==> src/common/video_pkg.sv <==
/* Video package: 720p frame geometry, RGB565 pixel type and the
   eight-band colour-bar palette used by the read-out pattern */
`default_nettype none

package video_pkg;

	// ==================================================
	// Frame geometry
	// ==================================================
	localparam int H_PIXELS  = 1280;          // Pixels per line
	localparam int V_LINES   = 720;           // Lines per frame
	localparam int COL_W     = $clog2(H_PIXELS); // Pixel column index width

	// ==================================================
	// Colour bars
	// ==================================================
	localparam int NUM_BARS  = 8;
	localparam int BAR_WIDTH = H_PIXELS / NUM_BARS; // 160 pixels per band
	localparam int BAR_IDX_W = $clog2(NUM_BARS);

	// One 16 bit pixel, packed as 5/6/5
	typedef logic [15:0] pixel_t;

	// Band colours from left to right
	// Values are BGR565, so blue sits in the top five bits
	localparam pixel_t BAR_COLORS [0:NUM_BARS-1] = '{
		16'h001F,  // Red
		16'h07E0,  // Green
		16'hF800,  // Blue
		16'h07FF,  // Yellow
		16'hFFE0,  // Cyan
		16'hF81F,  // Magenta
		16'hFFFF,  // White
		16'h0000   // Black
	};

endpackage

`default_nettype wire

==> src/common/dma_pkg.sv <==
/* DMA read package: read word type, frame position struct and
   session constants for the frame read-out path */
`default_nettype none

package dma_pkg;

	// ==================================================
	// Read word
	// ==================================================
	localparam int RD_WORD_W    = 128;
	localparam int PIX_PER_WORD = RD_WORD_W / $bits(video_pkg::pixel_t); // 8

	typedef logic [RD_WORD_W-1:0] rd_word_t;

	// ==================================================
	// Frame walk
	// ==================================================
	localparam int WORDS_PER_LINE = video_pkg::H_PIXELS / PIX_PER_WORD; // 160
	localparam int FRAME_WORDS    = WORDS_PER_LINE * video_pkg::V_LINES; // 115200
	localparam int WORD_X_W       = 8;
	localparam int LINE_Y_W       = 10;

	localparam logic [WORD_X_W-1:0] LAST_WORD_X = WORD_X_W'(WORDS_PER_LINE - 1);
	localparam logic [LINE_Y_W-1:0] LAST_LINE_Y = LINE_Y_W'(FRAME_WORDS / WORDS_PER_LINE - 1);

	// Position of the next word to be read
	typedef struct packed {
		logic [WORD_X_W-1:0] word_x;  // 0..159
		logic [LINE_Y_W-1:0] line_y;  // 0..719
	} frame_pos_t;

	// Read frame sync stretch
	localparam int FSYNC_STRETCH = 31;
	localparam int FSYNC_CNT_W   = 6;

endpackage

`default_nettype wire

==> src/rtl/frame_dma/frame_read_session.sv <==
/* Frame read session tracker: opens a session on a DMA start command,
   stretches the read frame sync and walks the word position */
`timescale 1ns/1ns
`default_nettype none

module frame_read_session (
	input  wire                  pclk_div2,
	input  wire                  core_rst_n,
	input  wire                  i_cmd_start,      // DMA transmit restart
	input  wire                  i_rd_en,          // Read request from DMA
	output logic                 o_session_start,  // Accepted start, one cycle
	output dma_pkg::frame_pos_t  o_pos,            // Next word to be read
	output logic                 o_session_active,
	output logic                 o_rd_fsync
);

	logic [dma_pkg::FSYNC_CNT_W-1:0] fsync_cnt;   // Remaining stretch cycles
	logic                            at_last_word; // Position (159, 719)

	// A start is only taken while idle
	assign o_session_start = i_cmd_start & ~o_session_active;

	assign at_last_word = (o_pos.word_x == dma_pkg::LAST_WORD_X) &&
		(o_pos.line_y == dma_pkg::LAST_LINE_Y);

	// ==================================================
	// Session flag
	// ==================================================
	always_ff @(posedge pclk_div2 or negedge core_rst_n) begin
		if (!core_rst_n) begin
			o_session_active <= 1'b0;
		end else if (o_session_start) begin
			o_session_active <= 1'b1;
		end else if (o_session_active && i_rd_en && at_last_word) begin
			o_session_active <= 1'b0;  // Whole frame consumed
		end
	end

	// ==================================================
	// Frame sync stretch
	// ==================================================
	// High from the cycle after start for FSYNC_STRETCH cycles
	always_ff @(posedge pclk_div2 or negedge core_rst_n) begin
		if (!core_rst_n) begin
			fsync_cnt  <= '0;
			o_rd_fsync <= 1'b0;
		end else if (o_session_start) begin
			fsync_cnt  <= dma_pkg::FSYNC_CNT_W'(dma_pkg::FSYNC_STRETCH - 1);
			o_rd_fsync <= 1'b1;
		end else if (fsync_cnt != '0) begin
			fsync_cnt <= fsync_cnt - dma_pkg::FSYNC_CNT_W'(1);
		end else begin
			o_rd_fsync <= 1'b0;  // Stretch done
		end
	end

	// ==================================================
	// Word position
	// ==================================================
	// Advances on every read, in or out of a session
	always_ff @(posedge pclk_div2 or negedge core_rst_n) begin
		if (!core_rst_n) begin
			o_pos <= '0;
		end else if (o_session_start) begin
			o_pos <= '0;  // Read on start cycle is dropped
		end else if (i_rd_en) begin
			if (o_pos.word_x == dma_pkg::LAST_WORD_X) begin
				o_pos.word_x <= '0;
				if (o_pos.line_y == dma_pkg::LAST_LINE_Y)
					o_pos.line_y <= '0;  // Frame wrap
				else
					o_pos.line_y <= o_pos.line_y + dma_pkg::LINE_Y_W'(1);
			end else begin
				o_pos.word_x <= o_pos.word_x + dma_pkg::WORD_X_W'(1);
			end
		end
	end

	// A session closes only with the frame wrap back to the origin
	a_end_at_frame_wrap: assert property (@(posedge pclk_div2) disable iff (!core_rst_n)
		$fell(o_session_active) |-> (o_pos == '0));

	a_pos_in_range: assert property (@(posedge pclk_div2) disable iff (!core_rst_n)
		(o_pos.word_x <= dma_pkg::LAST_WORD_X) && (o_pos.line_y <= dma_pkg::LAST_LINE_Y));

endmodule

`default_nettype wire

==> src/rtl/frame_dma/bar_word_source.sv <==
/* Colour-bar word source: picks the band colour for the current word
   position and returns it as eight pixels one cycle after a read */
`timescale 1ns/1ns
`default_nettype none

module bar_word_source (
	input  wire                  pclk_div2,
	input  wire                  core_rst_n,
	input  wire                  i_rd_en,          // Read request from DMA
	input  wire                  i_session_start,  // Start cycle, read is dropped
	input  wire dma_pkg::frame_pos_t i_pos,        // Word being read
	output dma_pkg::rd_word_t    o_rd_data
);

	logic [video_pkg::COL_W-1:0]     pix_col;   // First pixel column of word
	logic [video_pkg::BAR_IDX_W-1:0] bar_idx;
	video_pkg::pixel_t               bar_pix;
	logic                            rd_accept;

	// ==================================================
	// Colour lookup
	// ==================================================
	assign pix_col = video_pkg::COL_W'(i_pos.word_x * dma_pkg::PIX_PER_WORD);

	// All eight pixels of a word share one band, 160 is a multiple of 8
	assign bar_idx = video_pkg::BAR_IDX_W'(pix_col / video_pkg::BAR_WIDTH);
	assign bar_pix = video_pkg::BAR_COLORS[bar_idx];

	assign rd_accept = i_rd_en & ~i_session_start;

	// ==================================================
	// Read data register
	// ==================================================
	// One cycle read latency, value held between reads
	always_ff @(posedge pclk_div2 or negedge core_rst_n) begin
		if (!core_rst_n) begin
			o_rd_data <= '0;
		end else if (rd_accept) begin
			o_rd_data <= {dma_pkg::PIX_PER_WORD{bar_pix}};
		end
	end

	a_data_known: assert property (@(posedge pclk_div2) disable iff (!core_rst_n)
		!$isunknown(o_rd_data));

endmodule

`default_nettype wire

==> src/rtl/frame_read_top.sv <==
/* Frame read-out top: session tracker feeding the colour-bar word
   source that answers DMA read requests */
`timescale 1ns/1ns
`default_nettype none

module frame_read_top (
	input  wire                    pclk_div2,
	input  wire                    core_rst_n,
	input  wire                    i_cmd_start,   // DMA transmit restart
	input  wire                    i_rd_en,       // DMA read request
	output wire dma_pkg::rd_word_t o_rd_data,     // Valid one cycle after read
	output wire                    o_rd_fsync,
	output wire                    o_session_active
);

	// ==================================================
	// Internal wiring
	// ==================================================
	wire dma_pkg::frame_pos_t rd_pos;         // Next word position
	wire                      session_start;  // Accepted start cycle

	// Session control and position walk
	frame_read_session u_session (
		.pclk_div2        (pclk_div2),
		.core_rst_n       (core_rst_n),
		.i_cmd_start      (i_cmd_start),
		.i_rd_en          (i_rd_en),
		.o_session_start  (session_start),
		.o_pos            (rd_pos),
		.o_session_active (o_session_active),
		.o_rd_fsync       (o_rd_fsync)
	);

	// Pattern word per read
	bar_word_source u_word_src (
		.pclk_div2        (pclk_div2),
		.core_rst_n       (core_rst_n),
		.i_rd_en          (i_rd_en),
		.i_session_start  (session_start),
		.i_pos            (rd_pos),
		.o_rd_data        (o_rd_data)
	);

endmodule

`default_nettype wire

==> config.mk <==
export PLATFORM = sky130hd
export DESIGN_NAME = frame_read_top
export DESIGN_NICKNAME = d
export VERILOG_FILES = /design/src/common/video_pkg.sv /design/src/common/dma_pkg.sv /design/src/rtl/frame_dma/frame_read_session.sv /design/src/rtl/frame_dma/bar_word_source.sv /design/src/rtl/frame_read_top.sv
export SDC_FILE = /design/constraint.sdc
export NUM_CORES = 1
export LEC_CHECK = 0
export ABC_AREA = 1
export BUFFER_PORTS_ARGS = -buffer_cell sky130_fd_sc_hd__buf_2
export CAP_MARGIN = 5
export CELL_PAD_IN_SITES_DETAIL_PLACEMENT = 0
export CELL_PAD_IN_SITES_GLOBAL_PLACEMENT = 1
export CORE_UTILIZATION = 30
export DETAILED_ROUTE_END_ITERATION = 16
export GPL_TIMING_DRIVEN = 0
export PLACE_DENSITY_LB_ADDON = 0.1
export SYNTH_ARGS = -nofsm -noshare
export SYNTH_HDL_FRONTEND = slang
export SYNTH_SLANG_ARGS = --single-unit
export TNS_END_PERCENT = 10
==> constraint.sdc <==
create_clock -name pclk_div2 -period 2.6 [get_ports pclk_div2]
set_clock_uncertainty 0.05 [all_clocks]
set_input_delay 0.13 -clock pclk_div2 [delete_from_list [all_inputs] [get_ports pclk_div2]]
set_output_delay 0.13 -clock pclk_div2 [all_outputs]
set_load 0.01 [all_outputs]
======== Yosys cells after proc, flatten, opt, wreduce, memory -nomap -nowiden ========
Memory sizes are Yosys's and may differ from the RTL's.
Cells that the tools add are included.
word-level totals
  output and inout bits ................... 130
  memory bits (read-only) ................. 128
  word-level logic and storage cells ...... 42
  register bits after elaboration ......... 154
  bits of input ports ..................... 4
  memories kept ........................... 1
memories
  memory            depth  width  rd ports  clocked after memory_dff  write ports  line                   source
  (name not given)  8      16     1         0                         0            bar_word_source.sv:27  assign bar_pix = video_pkg::BAR_COLORS[bar_idx];
cells by class
  add/sub/neg operators ................... 3
  order comparisons ....................... 1
  bitwise logic cells ..................... 5
  reductions and logical operators ........ 9
  divide/modulo/power cells ............... 1
  mux-type cells .......................... 13
  equal/unequal tests ..................... 3
operator list
  operator                                                                  number
  18-bit two-way mux                                                        2
  11-bit by 8-bit divider with 32-bit output (second input constant)        1
  16-bit two-way mux                                                        2
  10-bit two-way mux                                                        2
  6-bit two-way mux                                                         2
  10-bit by 1-bit adder with 10-bit output (second input constant)          1
  10-bit == test (second input constant)                                    1
  8-bit by 1-bit adder with 8-bit output (second input constant)            1
  8-bit == test (second input constant)                                     1
  8-bit two-way mux                                                         1
  2-bit nonzero test                                                        4
  6-bit nonzero test                                                        1
  6-bit by 1-bit subtractor with 6-bit output (second input constant)       1
  4-bit >= comparator (second input constant)                               1
  1-bit two-way mux                                                         4
  3-bit inverter with 4-bit output                                          1
  1-bit logical AND                                                         3
  1-bit AND                                                                 2
  2-bit by 1-bit inequality test with 1-bit output (second input constant)  1
  1-bit inverter                                                            2
  2-bit AND reduction                                                       1

======== Depth between registers and ports, before layout ========
  depth after elaboration ................. 5
  mapped depth ............................ 20

======== Cells and area by module ========
From an unflattened synthesis, not the netlist that was laid out.
unflattened totals
  cells, all modules ...................... 428
  area total of the unflattened synthesis .. 3029.2 um^2
by module, submodules not included
  module              seq. area each (um^2)  area each (um^2)  instances  cells each
  bar_word_source     75.1                   1520.2            1          219
  frame_read_session  650.6                  1508.9            1          209

======== Worst setup path before layout ========
Ideal clock, no wire load.
  path kind ............................... reg-to-reg
  start ................................... reg u_session.o_pos[16] (netlist bit)
  end ..................................... reg u_word_src.o_rd_data[116]
  slack ................................... 0.033 ns
  stages on the path, launching flop included .. 18
  data required time ...................... 2.430 ns
  arrival ................................. 2.397 ns
  setup time .............................. 0.120 ns
  path buffers ............................ 0
  path through ............................ dfrtp_1 nor2_1 inv_1 ha_1 o21ai_2 nand3_4 nand2_2 nand2_2 nor2_4 nand2_2 inv_2 nand2_1 nand3_2 nor2_1 ha_1 nand2_1 nand3_1 nand2_1
on the way
  cells in the longest elaborated chain, start to end .. 5
RTL lines
  item                                                    line                      source
  start: declaration                                      frame_read_session.sv:12  output dma_pkg::frame_pos_t o_pos,
  11-bit by 8-bit divider with 32-bit output              bar_word_source.sv:26     assign bar_idx = video_pkg::BAR_IDX_W'(pix_col / video_pkg::BAR_WIDTH);
  3-bit inverter with 4-bit output (not written as such)  bar_word_source.sv:27
  memory 8 x 16 bit                                       --
  16-bit two-way mux (not written as such) (2 in series)  bar_word_source.sv:27
  end signal: assignment                                  bar_word_source.sv:39     o_rd_data <= {dma_pkg::PIX_PER_WORD{bar_pix}};
  end: declaration                                        bar_word_source.sv:12     output dma_pkg::rd_word_t o_rd_data
No other way between the ends. The select of a mux whose other input is x is not followed.
A chain may end at the register's enable or synchronous reset.

======== Worst setup path after layout ========
  start ................................... reg u_session.o_pos[16] (netlist bit)
  end ..................................... reg u_word_src.o_rd_data[122]
The elaborated chain is that of the path after synthesis.

==> reports/summary.log <==
qor: worst_setup_path.critical_path.startpoint_type flip-flop
qor: cts.cts_root_buffer_type sky130_fd_sc_hd__clkbuf_8
qor: logic_synthesis.seq_area_frac_synth 25.16%
qor: worst_setup_path.worst_ep_arrival_time 2.66 ns
qor: worst_setup_path.critical_path_s_top_delay_family simple AND/OR/NAND/NOR gates
qor: logic_synthesis.netlist.top_cell.by_area sky130_fd_sc_hd__buf_4
qor: global_routing.grt_util_all_layers 12.47%
qor: pwr.max-vdd-ir-drop 0.0003817 V
qor: global_routing.initial_antenna_violation_count 0
qor: final_layout.layout.nets 544
qor: cts.clk_pin_slew_worst_paths 0.06 ns
qor: logic_synthesis.synth_top_cell_area_share 32.54%
qor: min_path.worstHoldPathType input pin to flip-flop
qor: worst_setup_path.critical_path.reg2reg.endpoint u_word_src.o_rd_data[122]
qor: timing.timing.final.hold_violations 0
qor: drt.total_drc_errors_in_the_routed_layout 0
qor: timing.rsz0062_at_grt yes
qor: cts.cts_made_buffers 5
qor: cts.clock_tree.buffer_depth 2
qor: worst_setup_path.setup.reg_to_reg.worst_slack 0.06 ns
qor: worst_setup_path.r2r.worst_path.cells 18
qor: cts.tritoncts done
qor: final_layout.diodes 0
qor: worst_setup_path.required_time_of_the_critical_path 2.72 ns
qor: worst_setup_path.worst_path_largest_cell_delay 0.43 ns
qor: global_routing.number_of_global_route_vias_before_repair 2137
qor: drt.dr.first_iter.drc_count 62
qor: logic_synthesis.post_synthesis_async_set_or_reset_flop_share 100.0%
qor: drt.number_of_detailed_routing_iterations_run_before_antenna_repair 4
qor: global_routing.grt_pass1_wl 10130 µm
qor: drt.ant_nets 0
qor: floorplanning.boundaryPins 134
qor: final_layout.layout-area-overhead-vs-synth 39.26%
qor: final_layout.layout-drive-gt1-share 60.90%
qor: pwr.cellPowerDensity 1241 mW/mm²
qor: drt.via_per_inst 3.841
qor: drt.detail_route.wirelength 6548 µm
qor: floorplanning.die-height 100.0 µm
qor: timing.period_utilization 97.74%
qor: final_layout.layout.filler_cells 963
qor: logic_synthesis.postSynth.topFlopCell sky130_fd_sc_hd__dfrtp_1
qor: logic_synthesis.post_synth_main_area_contributors sky130_fd_sc_hd__buf_4 (33%), sky130_fd_sc_hd__dfrtp_1 (25%), sky130_fd_sc_hd__nand2_1 (5.9%)
qor: floorplanning.floorplan.core_area 0.009284 mm²
qor: worst_setup_path.timing.critical_path.to_type flip-flop
qor: worst_setup_path.r2r_start u_session.o_pos[16]
qor: logic_synthesis.post_synthesis_net_count 394
qor: timing.fmaxAchievable 393.5 MHz
qor: cts.clk_latency 0.28 ns
qor: timing.setup_viol 0
qor: pwr.cellLeakagePower 2.320 nW
qor: place.replace_congestion 0.8004
qor: worst_setup_path.cp_cell_sequence nor2_4 -> inv_2 -> ha_4 -> o21ai_4 -> nand3_4 -> nand2_4 -> nand2_4 -> nor2_4 -> nand2_1 -> nand2_1 -> nand2_2 -> nand3_4 -> nor2_4 -> ha_1 -> nor2_1 -> a21oi_1 -> nand2_1 -> nand2_1
qor: timing.post-route-worst-setup-slack 0.05863 ns
qor: place.buffer_ports.inserted 133
qor: cts.clock-sinks 29
qor: timing.finalCriticalPeriod 2.541 ns
qor: status.run_status finished clean
qor: timing.actual_transition_at_the_worst_max_transition_pin 1.131 ns
qor: worst_setup_path.cell_type_of_the_slowest_stage_on_the_worst_timing_path sky130_fd_sc_hd__dfrtp_2
qor: logic_synthesis.synth.ff_latch_count 29
qor: logic_synthesis.syn_area_per_cell 7.550 µm²
qor: logic_synthesis.library_cells_used_by_synthesis 35
qor: min_path.start_point_of_the_worst_min_delay_path i_rd_en
qor: place.worst_slack_after_detailed_placement -0.2673 ns
qor: logic_synthesis.synth_edf_count 0
qor: worst_setup_path.crit_path_max_fanout 5
qor: drt.routedWlPerCell 9.906 µm
qor: min_path.hold_path_depth 3
qor: floorplanning.floorplan.die_area 0.01001 mm²
qor: worst_setup_path.cp_num_buf_inv 1
qor: place.post-dp-hpwl 4999 µm
qor: min_path.hold-path-endpoint u_session.o_pos[14]
qor: worst_setup_path.timing.setup.critical_path_class flip-flop to flip-flop
qor: logic_synthesis.post_synth_inst_count 382
qor: worst_setup_path.crit_top_cell sky130_fd_sc_hd__nand2_1
qor: floorplanning.start_util 31.06%
qor: logic_synthesis.yosys_warnings 0
qor: timing.timing.max_slew.rel_slack 24.57%
qor: global_routing.grt_max_degree 50
qor: cts.cts-htree-levels 2
qor: logic_synthesis.syn_area 0.002884 mm²
qor: floorplanning.num_rows 35
qor: drt.dr_total_vias 2539
qor: floorplanning.die_w 100.0 µm
qor: timing.final-max-slew-violation-count 0
qor: job.max_cap_violations 0
qor: pwr.total_power 4.983 mW
qor: global_routing.grt-ovfl-total 0
## layout by cell type (no fill, tap or decap), types with 2 or more instances in the layout
master,count
sky130_fd_sc_hd__a21oi_1,15
sky130_fd_sc_hd__a31oi_1,2
sky130_fd_sc_hd__buf_2,134
sky130_fd_sc_hd__buf_4,132
sky130_fd_sc_hd__clkbuf_8,6
sky130_fd_sc_hd__dfrtp_1,25
sky130_fd_sc_hd__dfrtp_2,4
sky130_fd_sc_hd__ha_1,6
sky130_fd_sc_hd__ha_4,2
sky130_fd_sc_hd__inv_1,35
sky130_fd_sc_hd__inv_2,6
sky130_fd_sc_hd__nand2_1,41
sky130_fd_sc_hd__nand2_2,10
sky130_fd_sc_hd__nand2_4,6
sky130_fd_sc_hd__nand3_1,14
sky130_fd_sc_hd__nand3_2,3
sky130_fd_sc_hd__nand3_4,3
sky130_fd_sc_hd__nand4_1,4
sky130_fd_sc_hd__nor2_1,27
sky130_fd_sc_hd__nor2_2,3
sky130_fd_sc_hd__nor2_4,5
sky130_fd_sc_hd__nor3_1,9
sky130_fd_sc_hd__o21ai_0,9
sky130_fd_sc_hd__o21ai_1,2
sky130_fd_sc_hd__o22ai_1,3
sky130_fd_sc_hd__xnor2_1,4
sky130_fd_sc_hd__xor2_1,4
## routing by layer
metal / GRT usage, % / vias to the layer above / wire, µm
met5: 0 / - / 0
li1: - / 1378 / -
met4: 3.344 / 0 / 58
met2: 23.93 / 72 / 3392
met1: 13.98 / 1084 / 2739
met3: 2.368 / 5 / 357
## stage by stage
stage / cells / cell area [µm²] / util, % / hold WS (ns) / setup TNS [ns]
after floorplan: 382 / 2884 / - / -0.2156 / 0
after global placement: 644 / 3711 / 39.97 / 0.1662 / -0.4896
after detailed placement: 644 / 3711 / 39.97 / 0.1643 / -0.5389
after CTS: 656 / 3866 / 41.64 / 0.09945 / 0
after global routing: 661 / 4016 / 43.26 / 0.1146 / -0.1868
final: 661 / 4016 / 43.26 / 0.1004 / 0
## logic make-up (layout without fill, tap and decap cells)
| kind of cell | count (synthesis) | in the layout | share of synthesized area [%] |
|---|---|---|---|
| buf+inv | 169 | 319 | 38.35 |
| simple gates | 128 | 128 | 22.52 |
| compound gates | 40 | 40 | 8.070 |
| flops | 29 | 29 | 25.16 |
| fa+ha+maj | 8 | 8 | 3.471 |
| xor+xnor | 8 | 8 | 2.429 |
## worst reg2reg max path, stage by stage (launching register included)
cell and delay (ns):
sky130_fd_sc_hd__dfrtp_2 0.43, sky130_fd_sc_hd__nor2_4 0.12, sky130_fd_sc_hd__inv_2 0.05, sky130_fd_sc_hd__ha_4 0.22, sky130_fd_sc_hd__o21ai_4 0.24, sky130_fd_sc_hd__nand3_4 0.15
sky130_fd_sc_hd__nand2_4 0.10, sky130_fd_sc_hd__nand2_4 0.06, sky130_fd_sc_hd__nor2_4 0.16, sky130_fd_sc_hd__nand2_1 0.07, sky130_fd_sc_hd__nand2_1 0.09, sky130_fd_sc_hd__nand2_2 0.08
sky130_fd_sc_hd__nand3_4 0.10, sky130_fd_sc_hd__nor2_4 0.05, sky130_fd_sc_hd__ha_1 0.18, sky130_fd_sc_hd__nor2_1 0.10, sky130_fd_sc_hd__a21oi_1 0.07, sky130_fd_sc_hd__nand2_1 0.07
sky130_fd_sc_hd__nand2_1 0.04
## worst max-delay path by stage
stage                         from                   endpoint  slack, ns  depth (start not counted)
2_1_floorplan  u_session.o_pos[16]  u_word_src.o_rd_data[116]       0.03                         17
3_3_place_gp   u_session.o_pos[15]  u_word_src.o_rd_data[122]      -0.25                         18
3_5_place_dp   u_session.o_pos[15]  u_word_src.o_rd_data[116]      -0.27                         16
4_1_cts        u_session.o_pos[15]  u_word_src.o_rd_data[116]       0.04                         17
5_1_grt        u_session.o_pos[16]  u_word_src.o_rd_data[122]       -0.1                         18
6_report       u_session.o_pos[16]  u_word_src.o_rd_data[122]       0.06                         18
## what timing repair did
action	CTS	global route
gates resized for setup	4	26
setup endpoints to repair	3	2
pin swaps	3	23
hold buffers	1	0
buffers inserted	4	5
endpoints found under the hold margin	29	0
## cell usage after synthesis, types with 2 or more instances
master,n
sky130_fd_sc_hd__a21oi_1,16
sky130_fd_sc_hd__a31oi_1,2
sky130_fd_sc_hd__buf_4,125
sky130_fd_sc_hd__dfrtp_1,29
sky130_fd_sc_hd__ha_1,8
sky130_fd_sc_hd__inv_1,38
sky130_fd_sc_hd__inv_2,4
sky130_fd_sc_hd__nand2_1,45
sky130_fd_sc_hd__nand2_2,9
sky130_fd_sc_hd__nand2_4,3
sky130_fd_sc_hd__nand3_1,15
sky130_fd_sc_hd__nand3_2,4
sky130_fd_sc_hd__nand4_1,4
sky130_fd_sc_hd__nor2_1,30
sky130_fd_sc_hd__nor2_2,4
sky130_fd_sc_hd__nor3_1,9
sky130_fd_sc_hd__o21ai_0,9
sky130_fd_sc_hd__o21ai_1,2
sky130_fd_sc_hd__o21ai_2,2
sky130_fd_sc_hd__o22ai_1,3
sky130_fd_sc_hd__xnor2_1,4
sky130_fd_sc_hd__xor2_1,4
## power breakdown
part | internal, mW | switching [mW] | total (mW)
sequential | 0.573 | 0.342 | 0.916
clock | 0.210 | 0.169 | 0.379
combinational | 2.17 | 1.52 | 3.69
total | 2.95 | 2.03 | 4.98
## state kept, by name (all words and copies together), names as in the netlist
name                        count
u_session.o_pos                18
u_session.o_rd_fsync            1
u_session.fsync_cnt             6
u_word_src.o_rd_data            3
u_session.o_session_active      1
## final cells by class
type | instances | area [µm²] | area share (%)
Tap cell | 129 | 161.4 | 4.019
Timing Repair Buffer | 143 | 759.5 | 18.91
Buffer | 126 | 943.4 | 23.49
Sequential cell | 29 | 730.7 | 18.19
Multi-Input combinational cell | 184 | 1169 | 29.10
Clock buffer | 7 | 86.33 | 2.150
Inverter | 43 | 166.4 | 4.143
No activity file was read; power rests on OpenSTA's default activity.
